<file path="config.mk">
export PLATFORM = sky130hd
export DESIGN_NAME = sample_capture_top
export DESIGN_NICKNAME = d
export VERILOG_FILES = /design/src/common/capture_cfg_pkg.sv /design/src/common/capture_msg_pkg.sv /design/src/logic/capture_sequencer.sv /design/src/logic/frame_counter.sv /design/src/mem_bank/word_packer.sv /design/src/mem_bank/sample_ram.sv /design/src/mem_bank/word_unpacker.sv /design/src/logic/sample_capture_top.sv
export SDC_FILE = /design/constraint.sdc
export NUM_CORES = 1
export LEC_CHECK = 0
export BUFFER_PORTS_ARGS = -buffer_cell sky130_fd_sc_hd__buf_2
export CAP_MARGIN = 5
export CORE_AREA = 2 2 169 205
export CTS_CLUSTER_SIZE = 14
export DETAILED_ROUTE_END_ITERATION = 10
export DIE_AREA = 0 0 171 207
export MAX_ROUTING_LAYER = met4
export PLACE_DENSITY = 0.74
export SLEW_MARGIN = 10
export SYNTH_ARGS = -nofsm -noshare
export SYNTH_HDL_FRONTEND = slang
export SYNTH_SLANG_ARGS = --single-unit
</file>
<file path="constraint.sdc">
create_clock -name clk -period 3.62 [get_ports clk]
set_input_delay 0.724 -clock clk [delete_from_list [all_inputs] [get_ports clk]]
set_output_delay 0.724 -clock clk [all_outputs]
set_load 0.02 [all_outputs]
</file>
<file path="src/common/capture_cfg_pkg.sv">
package capture_cfg_pkg;

	// Every other size follows from this one
	localparam int SAMPLE_WIDTH = 3;

	localparam int SAMPLES_PER_WORD = 8;
	localparam int WORD_WIDTH = SAMPLE_WIDTH * SAMPLES_PER_WORD;

	typedef logic [SAMPLE_WIDTH-1:0] sample_t;

	// The packer and unpacker work on samples, the RAM stores raw bits
	typedef union packed {
		logic [WORD_WIDTH-1:0] raw;
		sample_t [SAMPLES_PER_WORD-1:0] samples; // Index 0 is the oldest sample
	} ram_word_t;

endpackage

</file>
<file path="src/common/capture_msg_pkg.sv">
package capture_msg_pkg;

	import capture_cfg_pkg::*;

	typedef enum logic {
		mode_capture = 1'b0,
		mode_playback = 1'b1
	} mode_t;

	// Host command, mode must be stable before req rises
	typedef struct packed {
		logic req;
		mode_t mode;
	} cmd_t;

	typedef struct packed {
		logic ack;
		logic accepted;
		mode_t mode; // Mode in force after the command
	} ack_t;

	typedef struct packed {
		logic valid;
		logic frame_start;
		logic frame_end;
		sample_t sample;
	} play_t;

	typedef struct packed {
		logic valid;
		sample_t sample;
	} in_sample_t;

endpackage

</file>
<file path="src/logic/capture_sequencer.sv">
`timescale 1ns/1ps

module capture_sequencer
	import capture_msg_pkg::*;
(
	input logic clk,
	input logic reset,
	input cmd_t cmd,
	input logic frame_full,
	output ack_t ack,
	output logic capture_en,
	output logic clear,
	output logic play_en,
	output logic play_restart
);

	typedef enum logic [2:0] {
		st_capture,
		st_flush,
		st_play_prep,
		st_play,
		st_ack_hold
	} state_t;

	state_t state;
	logic idle;

	assign idle = (state == st_capture) || (state == st_play); // Only here is req sampled

	assign clear = idle && cmd.req && (cmd.mode == mode_capture);
	assign play_restart = (state == st_flush);
	assign capture_en = (ack.mode == mode_capture) &&
		((state == st_capture) || (state == st_ack_hold));
	assign play_en = (ack.mode == mode_playback) &&
		((state == st_play) || (state == st_ack_hold));

	always_ff @(posedge clk) begin
		if (reset) begin
			state <= st_capture;
			ack <= '{ack: 1'b0, accepted: 1'b0, mode: mode_capture};
		end else begin
			case (state)
				st_capture, st_play: begin
					if (cmd.req) begin
						if (cmd.mode == mode_capture) begin
							state <= st_ack_hold;
							ack <= '{ack: 1'b1, accepted: 1'b1, mode: mode_capture};
						end else if (frame_full) begin
							state <= st_flush;
						end else begin
							state <= st_ack_hold; // Refused with the mode unchanged
							ack <= '{ack: 1'b1, accepted: 1'b0, mode: ack.mode};
						end
					end
				end
				st_flush: state <= st_play_prep; // Partial word dropped here
				st_play_prep: begin
					state <= st_ack_hold; // First read is in flight
					ack <= '{ack: 1'b1, accepted: 1'b1, mode: mode_playback};
				end
				st_ack_hold: begin
					if (!cmd.req) begin
						ack.ack <= 1'b0;
						state <= (ack.mode == mode_playback) ? st_play : st_capture;
					end
				end
				default: state <= st_capture;
			endcase
		end
	end

	// Ack only rises in answer to a pending req
	assert property (@(posedge clk) disable iff (reset)
		$rose(ack.ack) |-> $past(cmd.req));

endmodule

</file>
<file path="src/logic/frame_counter.sv">
`timescale 1ns/1ps

module frame_counter #(
	parameter int NUM_WORDS = 16,
	parameter int FRAME_WORDS = 4,
	localparam int AW = (NUM_WORDS > 1) ? $clog2(NUM_WORDS) : 1,
	localparam int IW = (FRAME_WORDS > 1) ? $clog2(FRAME_WORDS) : 1,
	localparam int CW = $clog2(FRAME_WORDS + 1)
) (
	input logic clk,
	input logic reset,
	input logic clear,
	input logic word_valid,
	input logic play_restart,
	input logic word_take,
	output logic [AW-1:0] write_addr,
	output logic [AW-1:0] read_addr,
	output logic [IW-1:0] play_index,
	output logic frame_full
);

	logic [AW-1:0] start_addr;
	logic [AW-1:0] start_next;
	logic [CW-1:0] fill;
	logic reading;

	function automatic logic [AW-1:0] wrap_inc(input logic [AW-1:0] addr);
		return (addr == AW'(NUM_WORDS - 1)) ? '0 : addr + 1'b1;
	endfunction

	assign frame_full = (fill == CW'(FRAME_WORDS));

	// A write in the flush cycle still moves the frame
	assign start_next = (word_valid && frame_full) ? wrap_inc(start_addr) : start_addr;

	always_ff @(posedge clk) begin
		if (reset || clear) begin
			write_addr <= '0;
			start_addr <= '0;
			fill <= '0;
		end else if (word_valid) begin
			write_addr <= wrap_inc(write_addr);
			start_addr <= start_next;
			if (!frame_full)
				fill <= fill + 1'b1; // Saturates at one frame
		end
	end

	always_ff @(posedge clk) begin
		if (reset || clear) begin
			reading <= 1'b0;
			read_addr <= '0;
			play_index <= '0;
		end else if (play_restart) begin
			reading <= 1'b1;
			read_addr <= start_next;
			play_index <= '0;
		end else if (word_take && reading) begin
			if (play_index == IW'(FRAME_WORDS - 1)) begin
				read_addr <= start_addr; // Back to the oldest word
				play_index <= '0;
			end else begin
				read_addr <= wrap_inc(read_addr);
				play_index <= play_index + 1'b1;
			end
		end
	end

endmodule

</file>
<file path="src/mem_bank/word_packer.sv">
`timescale 1ns/1ps

module word_packer
	import capture_cfg_pkg::*, capture_msg_pkg::*;
(
	input logic clk,
	input logic reset,
	input logic capture_en,
	input logic clear,
	input in_sample_t capture_in,
	output ram_word_t word,
	output logic word_valid
);

	localparam int SW = (SAMPLES_PER_WORD > 1) ? $clog2(SAMPLES_PER_WORD) : 1;

	logic [SW-1:0] slot;
	logic take;

	assign take = capture_en && capture_in.valid;

	// Slot count drops to zero whenever capture stops
	always_ff @(posedge clk) begin
		if (reset || clear || !capture_en) begin
			slot <= '0;
			word_valid <= 1'b0;
		end else begin
			word_valid <= 1'b0;
			if (capture_in.valid) begin
				if (slot == SW'(SAMPLES_PER_WORD - 1)) begin
					slot <= '0;
					word_valid <= 1'b1; // Written next cycle
				end else begin
					slot <= slot + 1'b1;
				end
			end
		end
	end

	// New sample enters at the top, oldest ends up at index 0
	always_ff @(posedge clk) begin
		if (take)
			word.samples <= {capture_in.sample, word.samples[SAMPLES_PER_WORD-1:1]};
	end

endmodule

</file>
<file path="src/mem_bank/sample_ram.sv">
`timescale 1ns/1ps

module sample_ram
	import capture_cfg_pkg::*;
#(
	parameter int NUM_WORDS = 16,
	localparam int AW = (NUM_WORDS > 1) ? $clog2(NUM_WORDS) : 1
) (
	input logic clk,
	input logic we,
	input logic [AW-1:0] write_addr,
	input logic [AW-1:0] read_addr,
	input ram_word_t wdata,
	output ram_word_t rdata
);

	logic [WORD_WIDTH-1:0] mem [NUM_WORDS];

	always_ff @(posedge clk) begin
		if (we)
			mem[write_addr] <= wdata.raw;
		rdata.raw <= mem[read_addr]; // One cycle read latency
	end

endmodule

</file>
<file path="src/mem_bank/word_unpacker.sv">
`timescale 1ns/1ps

module word_unpacker
	import capture_cfg_pkg::*, capture_msg_pkg::*;
#(
	parameter int FRAME_WORDS = 4,
	localparam int IW = (FRAME_WORDS > 1) ? $clog2(FRAME_WORDS) : 1
) (
	input logic clk,
	input logic reset,
	input logic play_en,
	input logic play_restart,
	input ram_word_t rdata,
	input logic [IW-1:0] play_index,
	output logic word_take,
	output play_t play
);

	localparam int SW = (SAMPLES_PER_WORD > 1) ? $clog2(SAMPLES_PER_WORD) : 1;

	ram_word_t hold;
	logic [SW-1:0] remaining;
	logic last_word;
	logic out_valid;
	logic out_start;
	logic out_end;
	sample_t out_sample;

	assign word_take = play_en && (remaining == '0); // Current word spent
	assign play = '{valid: out_valid, frame_start: out_start, frame_end: out_end,
		sample: out_sample};

	always_ff @(posedge clk) begin
		if (reset || !play_en || play_restart) begin
			remaining <= '0;
			out_valid <= 1'b0;
			out_start <= 1'b0;
			out_end <= 1'b0;
		end else if (word_take) begin
			remaining <= SW'(SAMPLES_PER_WORD - 1);
			out_valid <= 1'b1;
			out_start <= (play_index == '0);
			out_end <= 1'b0;
		end else begin
			remaining <= remaining - 1'b1;
			out_valid <= 1'b1;
			out_start <= 1'b0;
			out_end <= last_word && (remaining == SW'(1));
		end
	end

	always_ff @(posedge clk) begin
		if (word_take) begin
			out_sample <= rdata.samples[0];
			hold.raw <= rdata.raw >> SAMPLE_WIDTH;
			last_word <= (play_index == IW'(FRAME_WORDS - 1));
		end else begin
			out_sample <= hold.samples[0];
			hold.raw <= hold.raw >> SAMPLE_WIDTH;
		end
	end

	// Frames follow back to back while playback runs
	assert property (@(posedge clk) disable iff (reset)
		play.frame_end |=> !play.valid || play.frame_start);

endmodule

</file>
<file path="src/logic/sample_capture_top.sv">
`timescale 1ns/1ps

module sample_capture_top
	import capture_cfg_pkg::*, capture_msg_pkg::*;
#(
	parameter int NUM_WORDS = 16,
	parameter int FRAME_WORDS = 4,
	localparam int AW = (NUM_WORDS > 1) ? $clog2(NUM_WORDS) : 1,
	localparam int IW = (FRAME_WORDS > 1) ? $clog2(FRAME_WORDS) : 1
) (
	input logic clk,
	input logic reset,
	input cmd_t cmd,
	output ack_t ack,
	input in_sample_t capture_in,
	output play_t play,
	output logic ready
);

	logic capture_en;
	logic clear;
	logic play_en;
	logic play_restart;
	logic frame_full;
	logic word_valid;
	logic word_take;
	logic [AW-1:0] write_addr;
	logic [AW-1:0] read_addr;
	logic [IW-1:0] play_index;
	ram_word_t word;
	ram_word_t rdata;

	assign ready = frame_full || (ack.mode == mode_playback);

	capture_sequencer i_capture_sequencer (
		.clk(clk),
		.reset(reset),
		.cmd(cmd),
		.frame_full(frame_full),
		.ack(ack),
		.capture_en(capture_en),
		.clear(clear),
		.play_en(play_en),
		.play_restart(play_restart)
	);

	frame_counter #(
		.NUM_WORDS(NUM_WORDS),
		.FRAME_WORDS(FRAME_WORDS)
	) i_frame_counter (
		.clk(clk),
		.reset(reset),
		.clear(clear),
		.word_valid(word_valid),
		.play_restart(play_restart),
		.word_take(word_take),
		.write_addr(write_addr),
		.read_addr(read_addr),
		.play_index(play_index),
		.frame_full(frame_full)
	);

	word_packer i_word_packer (
		.clk(clk),
		.reset(reset),
		.capture_en(capture_en),
		.clear(clear),
		.capture_in(capture_in),
		.word(word),
		.word_valid(word_valid)
	);

	sample_ram #(
		.NUM_WORDS(NUM_WORDS)
	) i_sample_ram (
		.clk(clk),
		.we(word_valid), // Every full word goes straight to the ring
		.write_addr(write_addr),
		.read_addr(read_addr),
		.wdata(word),
		.rdata(rdata)
	);

	word_unpacker #(
		.FRAME_WORDS(FRAME_WORDS)
	) i_word_unpacker (
		.clk(clk),
		.reset(reset),
		.play_en(play_en),
		.play_restart(play_restart),
		.rdata(rdata),
		.play_index(play_index),
		.word_take(word_take),
		.play(play)
	);

endmodule

</file>
======== After elaboration in Yosys (flattened, before gate mapping) ========
Memory sizes are Yosys's and may differ from the RTL's. A register that Yosys moved wholly into a read port is not among the register bits.
Index checks and enable logic that the tools add are counted.
word-level totals
  memories ................................ 1
  register bits after elaboration ......... 83
  word-level logic and storage cells ...... 111
  memory bits (writable) .................. 384
cells by class
  eq/ne operators ......................... 15
  add/subtract/negate cells ............... 7
  mux-type cells .......................... 28
  bitwise logic cells ..................... 5
  reduce and logical (&&, ||, !) cells .... 35
memory list
  memory            words  bits a word  read ports  clocked after memory_dff  write ports  line              text
  i_sample_ram.mem  16     24           1           1                         1            sample_ram.sv:17  logic [WORD_WIDTH-1:0] mem [NUM_WORDS];
operators with widths
  cell                                            count
  2-to-1 mux 3 bit                                10
  2-to-1 mux 4 bit                                7
  2-to-1 mux 21 bit                               1
  adder 4 x 1 -> 4 bit (second input constant)    3
  == test 4 bit (second input constant)           3
  one-hot mux 3 bit (4 select lines)              1
  OR reduction 2 bit                              5
  == test 3 bit (second input constant)           3
  logical AND 1 bit                               9
  logical OR 1 bit                                8
  adder 3 x 1 -> 3 bit (second input constant)    2
  == test 3 x 1 -> 1 bit (second input constant)  2
  == test 3 x 2 -> 1 bit (second input constant)  2
  zero test 3 bit                                 2
  inequality test 2 bit (second input constant)   3
  AND reduction 3 bit                             2
  2-to-1 mux 1 bit                                5
  inverter 1 bit                                  5
  2-to-1 mux 2 bit                                2
  one-hot mux 2 bit (2 select lines)              1
  AND reduction 2 bit                             2
  AND reduction 4 bit                             1
  nonzero test 2 bit                              2
  inequality test 3 bit (second input constant)   1
  other kinds (7)                                 8

======== Depth between registers and ports, before layout ========
Gate-level depths: netlist of run 1.
  depth in word-level cells ............... 7
  mapped depth ............................ 7
  mapped depth without buffers ............ 6

======== Cells and area by module ========
From an unflattened synthesis of run 1, not the netlist that was laid out.
unflattened totals
  cell total of the unflattened synthesis .. 906
  area, all modules ....................... 18221.2 um^2
modules (own cells, without submodules)
  module              times used  area each (um^2)  cells each
  sample_ram          1           14930.6           636
  word_unpacker       1           1091.0            78
  frame_counter       1           914.6             104
  word_packer         1           899.6             41
  capture_sequencer   1           379.1             46
  sample_capture_top  1           6.3               1

======== Least setup slack after synthesis of run 1 ========
OpenSTA, ideal clock, no wires.
  path type ............................... input -> register
  start ................................... in capture_in[3] (netlist name)
  end ..................................... reg i_word_packer.word[0] (netlist name), enable pin
  library setup time ...................... 0.477 ns
  data arrival time ....................... 3.285 ns
  buffers on the path ..................... 0
  cell stages on the path ................. 1
  path slack .............................. -0.142 ns
  required time ........................... 3.143 ns
  path through ............................ nor4b_1
on the way
  cells in the longest elaborated chain, start to end .. 1
RTL lines
  item                line                      text
  start: declaration  sample_capture_top.sv:15  input in_sample_t capture_in,
  logical AND 1 bit   word_packer.sv:20         assign take = capture_en && capture_in.valid;
  end: declaration    word_packer.sv:11         output ram_word_t word,
Every way passes these cells.
A chain may end at the register's enable or synchronous reset.

======== Final worst setup path of run 1 ========
  start ................................... reg i_frame_counter.fill[0]
  end ..................................... out ready
on the way
  cells in the longest elaborated chain, start to end .. 2
RTL lines
  item                      line                      text
  start: declaration        frame_counter.sv:24       logic [CW-1:0] fill;
  start signal: assignment  frame_counter.sv:45       fill <= fill + 1'b1;
  == test 3 bit             frame_counter.sv:31       assign frame_full = (fill == CW'(FRAME_WORDS));
  logical OR 1 bit          sample_capture_top.sv:33  assign ready = frame_full || (ack.mode == mode_playback);
  end: declaration          sample_capture_top.sv:17  output logic ready
Every way passes these cells.

==> implementation parameters, run 1 <==
Parameter                              Value

Cells and area
  Number of antenna cells inserted    0
  Post-route cell area    0.0206 sq mm
  Share of post-route cells with drive strength above 1    0.213
  Layout Utilization    0.614
  Nets    1023
  Area added between synthesis and finish    11.3%

Clock network
  Hold bufs inserted after CTS    0
  CTS Sinks    491
  CTS H-tree lvls    2
  Total of cells resized after clock tree synthesis    0
  Number of buffers inserted during clock tree synthesis    45
  CTS tree    yes
  Insertion delay to the later sink of the worst-skew pair    560 ps
  Number of post-CTS setup repair buffers    0
  Clk slew on worst S/H paths    60 ps
  Root cell of the clock tree    sky130_fd_sc_hd__clkbuf_16
  Clock Tree Buf Depth    3

Flow run
  Max cap viols    0

Yosys
  Flip-flop cell with the highest count after synthesis    sky130_fd_sc_hd__edfxtp_1
  Fraction of post-synthesis cell area in the top cell type by area    0.664
  Number of synthesized register bits    491
  Number of different library cells in the post-synthesis netlist    52
  Most common cell in the synthesized netlist    sky130_fd_sc_hd__edfxtp_1
  Synth Net Count    984
  Mapped cell area    0.0185 sq mm
  Post-synthesis sequential area ratio    0.753
  Async SR Flop Fraction    0
  Cell taking the most area after synthesis    sky130_fd_sc_hd__edfxtp_1
  Synth cell count leaders    sky130_fd_sc_hd__edfxtp_1, sky130_fd_sc_hd__mux4_2, sky130_fd_sc_hd__dfxtp_1, sky130_fd_sc_hd__nand2_1, sky130_fd_sc_hd__clkbuf_1
  Syn. warnings    0
  Count of flip-flops with a built-in enable after synthesis    409
  Top post-synthesis cells by area    sky130_fd_sc_hd__edfxtp_1, sky130_fd_sc_hd__mux4_2, sky130_fd_sc_hd__dfxtp_1
  Number of standard cells after synthesis    961
  Average size of a mapped cell    19.2 sq um

Floorplan
  Die outline height    207 um
  Top Ports    18
  Number of rows created at floorplan    74
  Initial core utilization    0.552
  Die Footprint    0.0354 sq mm
  Core region area    0.0335 sq mm
  Die Width    171 um

Setup path
  Critical path capture point type    primary output
  Data arrival time of the critical path    1640 ps
  Required time of the critical path    2900 ps
  Highest cell delay on the worst timing path    310 ps
  Max Fanout on Critical Path    6
  Category of the critical setup timing path    reg2out
  Number of buffer and inverter instances along the worst setup path    2
  Critical path startpoint category    register
  Cell breakdown of the critical path    inv_1, ha_1, nand2_1, nand2b_1, buf_2
  Standard cell with the maximum stage delay on the critical path    sky130_fd_sc_hd__dfxtp_1
  Cell type group with the largest total delay on the critical path    flip-flops

STA
  Number of failing hold endpoints at the final stage    0
  Final worst path period need    2370 ps
  Post-route clock skew    9.79 ps
  Setup violators final    0
  Transition at the pin with the smallest max-transition slack    1020 ps
  Worst slew slack as a fraction of its limit    0.320
  Number of slew-limit violations in the final report    0
  Fraction of the cycle the final worst path needs    0.653
  Max Clk Rate    0.423 GHz
  Setup repair after global routing missed its margin    no
  Summed negative setup slack over all endpoints    0 ps

Drt
  Met2 layer wire length in the routed design    19000 um
  Vias    8926
  Routed len/inst    24.3 um
  Number of iterations in the first detailed-routing pass    5
  M1 wire length    14400 um
  Number of design rule violations left after detail routing    0
  Highest metal layer with signal wires    met4
  Antenna-violating nets left    0
  WL met3    2170 um
  First DRT Iteration DRCs    900
  Avg Vias per Cell    5.98
  Total wire length after detailed routing    36300 um

Global route
  Maximum number of pins on one net before global-route repair    49
  Via count of the first global-routing pass    9016
  First-pass GRT wire length    54900 um
  Overflow left after global routing    0
  Total global-route track usage    0.217
  Initial antenna violation count    0

Power and ir drop
  Leakage power summed over all cells    0.00667 uW
  Highest ir drop seen on vdd    398 uV
  PnR Total Power    10800 uW
  Ratio of total power to cell area    526 mW/mm^2

Outcome
  Result of the run    completed

Place
  Routability congestion estimate    0.773
  IO Port Bufs    17
  Placed instance area    0.0191 sq mm
  Half-perimeter wire length after placement    18100 um

Min path
  Class of the worst hold path    in2reg
## sequential cells by signal (all words and copies together) (netlist names), 2 cells and up
register	cells
i_capture_sequencer.ack	3
i_capture_sequencer.state	3
i_frame_counter.fill	3
i_frame_counter.play_index	2
i_frame_counter.read_addr	4
i_frame_counter.start_addr	4
i_frame_counter.write_addr	4
i_sample_ram.mem	384
i_sample_ram.rdata	24
i_word_packer.slot	3
i_word_packer.word	24
i_word_unpacker.hold	21
i_word_unpacker.out_sample	3
i_word_unpacker.remaining	3
## power by group
part,internal (uW),switching (uW)
combinational,15.1,30.4
clock,2630,1960
sequential,6130,63.5
total,8780,2060
## layout by cell type, fill, tap and decap left out, types with 2 or more instances in the layout
master / instances
sky130_fd_sc_hd__buf_2: 17
sky130_fd_sc_hd__buf_4: 23
sky130_fd_sc_hd__mux2_1: 21
sky130_fd_sc_hd__a22oi_1: 2
sky130_fd_sc_hd__a21o_1: 4
sky130_fd_sc_hd__nor2_1: 15
sky130_fd_sc_hd__or4_1: 2
sky130_fd_sc_hd__xor2_1: 2
sky130_fd_sc_hd__o31ai_1: 2
sky130_fd_sc_hd__a31oi_1: 27
sky130_fd_sc_hd__nand4_1: 2
sky130_fd_sc_hd__nor2b_1: 26
sky130_fd_sc_hd__ha_1: 15
sky130_fd_sc_hd__dfxtp_4: 3
sky130_fd_sc_hd__mux4_2: 96
sky130_fd_sc_hd__buf_12: 3
sky130_fd_sc_hd__inv_1: 17
sky130_fd_sc_hd__a211oi_1: 28
sky130_fd_sc_hd__nor4_1: 2
sky130_fd_sc_hd__and2_1: 19
sky130_fd_sc_hd__edfxtp_1: 409
sky130_fd_sc_hd__mux2i_1: 10
sky130_fd_sc_hd__nor3_1: 5
sky130_fd_sc_hd__and3_1: 3
sky130_fd_sc_hd__a21oi_1: 17
sky130_fd_sc_hd__nand2b_1: 5
sky130_fd_sc_hd__nand2_1: 63
sky130_fd_sc_hd__clkbuf_1: 14
sky130_fd_sc_hd__xnor2_1: 3
sky130_fd_sc_hd__clkbuf_8: 8
sky130_fd_sc_hd__nand3_1: 8
sky130_fd_sc_hd__clkbuf_16: 47
sky130_fd_sc_hd__dfxtp_1: 78
sky130_fd_sc_hd__o21ai_0: 4
sky130_fd_sc_hd__clkinv_2: 10
## stage by stage
step | hold WS (ps) | std cells | setup slack, ps
6_report | 349 | 1493 | 1250
5_1_grt | 352 | 1493 | 1120
4_1_cts | 343 | 1493 | 1270
3_5_place_dp | 420 | 1409 | 1290
3_3_place_gp | 415 | 1409 | 1360
2_1_floorplan | 406 | 961 | 1050
## path summary, 6_finish.rpt
| path | start | endpoint | slack (ps) | depth (start not counted) |
|---|---|---|---|---|
| setup / recovery | i_frame_counter.fill[0] | ready | 1250 | 5 |
| hold / removal | capture_in[1] | i_word_packer.word[22] | 350 | 1 |
| setup reg to reg | i_capture_sequencer.state[1] | i_word_unpacker.hold[7] | 1270 | 3 |
| hold reg to reg | i_word_unpacker.hold[3] | i_word_unpacker.hold[0] | 430 | 1 |
## cell type report
type	count	area, sq um
Fill cell	2330	12900
Clock inverter	15	109
Clock buffer	69	1340
Timing Repair Buffer	43	318
Sequential cell	491	13900
Tap cell	456	571
Inverter	18	67.6
Multi-Input combinational cell	401	4240
## routing by layer
metal  vias to the layer above  GRT usage
met2                       309      0.363
li1                       3898          -
met3                        56     0.0294
met5                         -          -
met4                         0     0.0593
met1                      4663      0.282
## kinds of logic (layout without fill, tap and decap cells)
| family | after synthesis | after routing | synth area share |
|---|---|---|---|
| mux | 128 | 128 | 0.136 |
| flops | 491 | 491 | 0.753 |
| compound gates | 94 | 94 | 0.0352 |
| simple gates | 158 | 158 | 0.0445 |
| buf+inv | 69 | 145 | 0.0187 |
| xor+xnor | 5 | 5 | 0.00237 |
| fa+ha+maj | 16 | 16 | 0.0107 |
Note: power is estimated with default switching activity, not from simulation.
==> run 2: changes to the inputs <==
==> constraint.sdc (replaced) <==
create_clock -name clk -period 1.9 [get_ports clk]
set_input_delay 0.38 -clock clk [delete_from_list [all_inputs] [get_ports clk]]
set_output_delay 0.38 -clock clk [all_outputs]
set_load 0.02 [all_outputs]
==> run 2 against run 1 <==
- clock skew increased by 4.5 ps
- global-route usage is 0.52 points higher
- non-clock buffer count is 31 higher
- sequential power is 90% higher
- worst hold slack lost 210 ps
- critical path depth stayed put
- die area unchanged
- sequential share of layout area down 1.9 points
- setup slack worse by 1200 ps
- via count rose by 1.4%
==> implementation parameters, run 2 (synthesized netlist as in run 1, its figures left out) <==
Parameter                              Value

Outcome
  Result of the run    completed

Clock network
  Number of buffers inserted during clock tree synthesis    46 (+2.2%)
  Clk slew on worst S/H paths    60 ps (about the same)
  CTS H-tree lvls    2 (unchanged)
  CTS Sinks    491 (unchanged)
  Root cell of the clock tree    sky130_fd_sc_hd__clkbuf_16
  Insertion delay to the later sink of the worst-skew pair    550 ps (about the same)
  Clock Tree Buf Depth    3 (unchanged)
  CTS tree    yes

Setup path
  Start of the worst register-to-register path    i_frame_counter.read_addr[0]
  Number of buffer and inverter instances along the worst setup path    2 (unchanged)
  Required time of the critical path    1520 ps (-1380 ps)
  Critical path capture point type    primary output
  Start point of the critical path    i_frame_counter.fill[1]
  Depth of the most critical reg-to-reg path    5 (+2)
  Data arrival time of the critical path    1430 ps (-210 ps)
  Cell type group with the largest total delay on the critical path    flip-flops
  Max Fanout on Critical Path    4 (-2)
  Cell breakdown of the critical path    inv_1, ha_4, nand2_4, nand2b_1, buf_4
  Highest cell delay on the worst timing path    320 ps (about the same)
  Standard cell with the maximum stage delay on the critical path    sky130_fd_sc_hd__dfxtp_2
  Category of the critical setup timing path    reg2out
  Critical path startpoint category    register
  Stages on worst setup path    5 (unchanged)

Global route
  First-pass GRT wire length    56100 um (+2.1%)
  Via count of the first global-routing pass    9324 (+3.4%)
  Initial antenna violation count    0 (unchanged)
  Maximum number of pins on one net before global-route repair    61 (+24%)
  Overflow left after global routing    0 (unchanged)
  Total global-route track usage    0.222 (+0.00524)

Cells and area
  Nets    1055 (+3.1%)
  Area added between synthesis and finish    14.5%
  Share of post-route cells with drive strength above 1    0.234 (+0.0205)
  Post-route cell area    0.0212 sq mm (+2.9%)
  Largest Register    i_sample_ram.mem
  Layout Utilization    0.632 (+0.0179)
  Commonest non-fill, non-tap cell in the layout    sky130_fd_sc_hd__edfxtp_1
  Commonest cells after routing, fill and taps aside    sky130_fd_sc_hd__edfxtp_1, sky130_fd_sc_hd__mux4_2, sky130_fd_sc_hd__dfxtp_1, sky130_fd_sc_hd__nand2_1, sky130_fd_sc_hd__clkbuf_16
  Number of antenna cells inserted    0 (unchanged)
  Number of flip-flops in the largest register    384 (unchanged)
  Top Registers    i_sample_ram.mem: 384 flops, i_sample_ram.rdata: 24 flops, i_word_packer.word: 24 flops

Drt
  Antenna-violating nets left    0 (unchanged)
  M1 wire length    14800 um (+3.2%)
  First DRT Iteration DRCs    742 (-18%)
  Highest metal layer with signal wires    met4
  WL met3    1990 um (-8.7%)
  Total wire length after detailed routing    36800 um (+1.3%)
  Routed len/inst    24.1 um (-0.88%)
  Vias    9048 (+1.4%)
  Avg Vias per Cell    5.93 (-0.83%)
  Met2 layer wire length in the routed design    19100 um (+0.27%)
  Number of design rule violations left after detail routing    0 (unchanged)
  Number of iterations in the first detailed-routing pass    5 (unchanged)

Place
  Half-perimeter wire length after placement    18700 um (+3.1%)
  Placed instance area    0.0196 sq mm (+2.6%)
  Routability congestion estimate    0.741 (-4.1%)
  IO Port Bufs    17 (unchanged)

STA
  Max Clk Rate    0.552 GHz
  Transition at the pin with the smallest max-transition slack    493 ps (-524 ps)
  Setup repair after global routing missed its margin    no
  Final worst path period need    1810 ps
  Summed negative setup slack over all endpoints    0 ps (unchanged)
  Fraction of the cycle the final worst path needs    0.954
  Number of failing hold endpoints at the final stage    0 (unchanged)
  Worst slew slack as a fraction of its limit    0.671 (+0.351)
  Post-route clock skew    14.3 ps (+4.47 ps)
  Number of slew-limit violations in the final report    0 (unchanged)
  Setup violators final    0 (unchanged)

Min path
  Class of the worst hold path    in2reg
  Worst hold path stage count    2 (+1)
  Start point of the worst min-delay path    reset

Floorplan
  Core region area    0.0335 sq mm (unchanged)
  Number of rows created at floorplan    74 (unchanged)
  Die Footprint    0.0354 sq mm (unchanged)
  Die outline height    207 um (unchanged)
  Die Width    171 um (unchanged)
  Initial core utilization    0.552 (unchanged)
  Top Ports    18 (unchanged)

Power and ir drop
  Ratio of total power to cell area    980 mW/mm^2 (+86%)
  Highest ir drop seen on vdd    582 uV (+46%)
  Leakage power summed over all cells    0.00690 uW (+3.5%)

Flow run
  Max cap viols    0 (unchanged)
## run 2: cell count changes in the layout (fill, tap and decap cells not counted), sizes merged
| cell | previous run | this run |
|---|---|---|
| buf | 43 | 71 |
| bufinv | 1 | 3 |
| clkbuf | 69 | 64 |
| clkinv | 12 | 18 |
| dlygate4sd3 | 0 | 3 |
| inv | 19 | 18 |
## run 2: worst paths after layout
path | to | slack, ps
min | i_capture_sequencer.state[0] | 140
max | ready | 90
max reg2reg | i_sample_ram.rdata[10] | 100
min reg2reg | i_word_unpacker.hold[1] | 440
## run 2: repair_timing
| action | 4_1_cts | 5_1_grt |
|---|---|---|
| hold buffers | 3 | 0 |
| resized for setup | 6 | 7 |
| setup buffers | 0 | 1 |
| hold endpoints to repair | 3 | 0 |
| pin swaps | 1 | 1 |
| setup endpoints to repair | 1 | 4 |
## run 2: layer usage
metal	vias up	GRT usage
met5	-	-
met4	0	0.0710
met3	57	0.0331
met2	292	0.367
met1	4738	0.287
li1	3961	-
## run 2: final cells by class
class / instances / area, sq um
flip-flops and latches: 491 / 13900
fillers: 2263 / 12300
multi-input cells: 401 / 4270
clock buffers: 64 / 1270
repair buffers: 74 / 860
well taps: 456 / 571
clock inverters: 22 / 198
inverters: 18 / 67.6
## run 2: per-stage QoR
stage | hold WS [ps] | std cells | power, uW | setup slack, ps
after floorplan | 406 | 961 | 12000 | 2.60
after global placement | 417 | 1437 | 12100 | 74.0
after detailed placement | 421 | 1437 | 12100 | 73.7
after CTS | 111 | 1525 | 20900 | 14.9
after global routing | 144 | 1526 | 21300 | 4.85
final | 136 | 1526 | 20700 | 87.5
## run 2: power by group
part / switching (uW) / total (uW) / internal (uW) / leakage, uW
logic: 63.5 / 106 / 42.0 / 0.00182
registers: 115 / 11800 / 11700 / 0.00437
clock network: 3750 / 8840 / 5090 / 0.000713
==> run 3: changes to the inputs <==
--- a/config.mk
+++ b/config.mk
@@ -11,6 +11,7 @@
 export CTS_CLUSTER_SIZE = 14
 export DETAILED_ROUTE_END_ITERATION = 10
 export DIE_AREA = 0 0 171 207
+export GPL_TIMING_DRIVEN = 0
 export MAX_ROUTING_LAYER = met4
 export PLACE_DENSITY = 0.74
 export SLEW_MARGIN = 10
==> run 3 against run 2 <==
- the flow now finishes with violations (setup timing)
- setup slack got worse by 220 ps
- global-route usage rose by 1.3 points
- clock power rose by 2%
- cell count rose by 1.0%
- register-to-register slack got worse by 230 ps
- maximum frequency fell by 11%
- worst hold slack improved by 33 ps
- first-iteration DRC count rose by 14%
- flip-flop and latch count did not move
- critical path depth fell by 2
- total power rose by 0.93%
==> implementation parameters, run 3 (synthesized netlist as in run 1, its figures left out) <==
Parameter                              Value

Place
  Worst slack after detailed placement    -649 ps (-723 ps)
  Half-perimeter wire length after placement    22900 um (+22%)
  Routability congestion estimate    0.769 (+3.8%)
  IO Port Bufs    17 (unchanged)

Setup path
  Critical path startpoint category    register
  Max Fanout on Critical Path    24 (+20)
  Cell breakdown of the critical path    clkbuf_1, nor3b_1, and2_2
  Data arrival time of the critical path    2210 ps (+780 ps)
  Critical path capture point type    register
  Category of the critical setup timing path    reg2reg
  Required time of the critical path    2080 ps (+560 ps)
  Highest cell delay on the worst timing path    800 ps (+480 ps)
  Standard cell with the maximum stage delay on the critical path    sky130_fd_sc_hd__and2_2

Outcome
  Violations in the final reports    setup timing
  Result of the run    finished with violations

Drt
  First DRT Iteration DRCs    848 (+14%)
  Number of design rule violations left after detail routing    0 (unchanged)
  Vias    9212 (+1.8%)
  Avg Vias per Cell    5.97 (+0.76%)
  Antenna-violating nets left    0 (unchanged)
  Routed len/inst    25.7 um (+6.6%)
  Total wire length after detailed routing    39700 um (+7.8%)
  Number of iterations in the first detailed-routing pass    5 (unchanged)

Cells and area
  Share of post-route cells with drive strength above 1    0.263 (+0.0297)
  Number of antenna cells inserted    0 (unchanged)
  Top Registers    i_sample_ram.mem: 384 flops, i_sample_ram.rdata: 24 flops, i_word_packer.word: 24 flops
  Commonest non-fill, non-tap cell in the layout    sky130_fd_sc_hd__edfxtp_1
  Commonest cells after routing, fill and taps aside    sky130_fd_sc_hd__edfxtp_1, sky130_fd_sc_hd__mux4_2, sky130_fd_sc_hd__dfxtp_1, sky130_fd_sc_hd__nand2_1, sky130_fd_sc_hd__clkbuf_16
  Nets    1073 (+1.7%)
  Number of flip-flops in the largest register    384 (unchanged)
  Largest Register    i_sample_ram.mem
  Layout Utilization    0.636 (+0.00399)
  Area added between synthesis and finish    15.2%

Clock network
  Clk slew on worst S/H paths    60 ps (about the same)
  Clock Tree Buf Depth    3 (unchanged)
  Number of buffers inserted during clock tree synthesis    45 (-2.2%)
  Root cell of the clock tree    sky130_fd_sc_hd__clkbuf_16
  CTS Sinks    491 (unchanged)
  CTS tree    yes
  Insertion delay to the later sink of the worst-skew pair    560 ps (about the same)
  CTS H-tree lvls    2 (unchanged)

Power and ir drop
  Combinational Power Share    0.005 (about the same)
  Clock power frac    0.430 (+0.004)
  Total internal power    16900 uW (+0.73%)
  Leakage power summed over all cells    0.00699 uW (+1.4%)
  Proportion of total power due to net switching    0.191 (+0.00157)
  Highest ir drop seen on vdd    718 uV (+23%)
  Sw power    4000 uW (+1.8%)
  Ratio of total power to cell area    983 mW/mm^2 (+0.29%)
  Reg power frac    0.564 (-0.005)
  PnR Total Power    20900 uW (+0.93%)

Floorplan
  Number of rows created at floorplan    74 (unchanged)
  Die outline height    207 um (unchanged)
  Die Width    171 um (unchanged)
  Top Ports    18 (unchanged)
  Core region area    0.0335 sq mm (unchanged)
  Initial core utilization    0.552 (unchanged)
  Die Footprint    0.0354 sq mm (unchanged)

Global route
  Overflow left after global routing    0 (unchanged)
  Total global-route track usage    0.235 (+0.0129)
  Maximum number of pins on one net before global-route repair    25 (-59%)
  Initial antenna violation count    0 (unchanged)
  First-pass GRT wire length    58600 um (+4.5%)
  Via count of the first global-routing pass    9502 (+1.9%)

STA
  Final Hold Slack    169 ps (+32.8 ps)
  Setup repair after global routing missed its margin    yes
  Setup violators final    152 (+152)
  Number of failing hold endpoints at the final stage    0 (unchanged)
  Worst slew slack as a fraction of its limit    0.328 (-0.343)
  Summed negative setup slack over all endpoints    -10110 ps (-10110 ps)
  Fraction of the cycle the final worst path needs    1.07 (+0.117)
  Post-route clock skew    11.8 ps (-2.42 ps)
  Post-layout worst setup margin    -134 ps (-222 ps)
  Max Clk Rate    0.492 GHz (-11%)
  Transition at the pin with the smallest max-transition slack    1010 ps (+515 ps)
  Final worst path period need    2030 ps (+222 ps)
  Number of slew-limit violations in the final report    0 (unchanged)

Flow run
  Max cap viols    0 (unchanged)

Min path
  Class of the worst hold path    in2reg
run 3: changes by cell type in the layout (fill, tap and decap cells not counted), moves of 8 or more:
| cell | before | now |
|---|---|---|
| sky130_fd_sc_hd__a211oi_1 | 25 | 7 |
| sky130_fd_sc_hd__a211oi_2 | 3 | 20 |
| sky130_fd_sc_hd__and2_1 | 19 | 3 |
| sky130_fd_sc_hd__buf_12 | 25 | 9 |
| sky130_fd_sc_hd__clkbuf_1 | 14 | 29 |
| sky130_fd_sc_hd__clkbuf_2 | 0 | 12 |
| sky130_fd_sc_hd__buf_4 | 28 | 17 |
| sky130_fd_sc_hd__and2_2 | 0 | 8 |
| sky130_fd_sc_hd__and2_4 | 0 | 8 |
run 3: area by class of cell:
type	count	area, sq um
Timing Repair Buffer	42	450
Fill cell	2243	12200
Sequential cell	491	13900
Inverter	18	67.6
Multi-Input combinational cell	401	4390
Tap cell	456	571
Clock inverter	16	176
Buffer	51	443
Clock buffer	67	1280
run 3: metal layers:
metal	GRT usage	up-vias	part of all wire
met5	-	-	0
met4	0.117	0	0.045
met3	0.0399	87	0.056
met2	0.374	356	0.51
met1	0.295	4773	0.39
li1	-	3996	-
run 3: path summary, 6_finish.rpt:
path	startpoint	to	slack, ps	cells after the start
worst min register to register	i_word_unpacker.hold[4]	i_word_unpacker.hold[1]	450	1
worst min-delay path	capture_in[3]	i_word_packer.slot[2]	170	3
worst max-delay path	i_frame_counter.write_addr[2]	i_sample_ram.mem[3][8]	-130	3
worst max register to register	i_frame_counter.write_addr[2]	i_sample_ram.mem[3][8]	-130	3
run 3: power groups by stage:
| stage | Sequential (uW) | Combinational (uW) | Clock, uW |
|---|---|---|---|
| global placement | 12000 | 92.9 | 0 |
| finish | 11800 | 109 | 9010 |
| CTS | 11800 | 108 | 9090 |
| floorplan | 12000 | 52.8 | 0 |
| detailed placement | 12000 | 104 | 0 |
| global route | 11800 | 118 | 9510 |
run 3: what timing repair did:
item / 4_1_cts / 5_1_grt
resized for setup: 66 / 35
setup buffers: 2 / 10
setup endpoints to repair: 335 / 318
hold buffers: 3 / 0
cloned: 0 / 3
endpoints found under the hold margin: 3 / 0
pin swaps: 7 / 10
run 3: metrics by stage:
step / instance area (sq um) / std cells
detailed placement: 19300 / 1441
global placement: 19200 / 1434
finish: 21300 / 1542
floorplan: 18500 / 961
global route: 21300 / 1542
CTS: 21000 / 1529
run 3: critical path, delay by kind of cell (launching register included):
family,cells,cell delay [ps]
flops,1,300
simple gates,2,1180
buf+inv,1,160
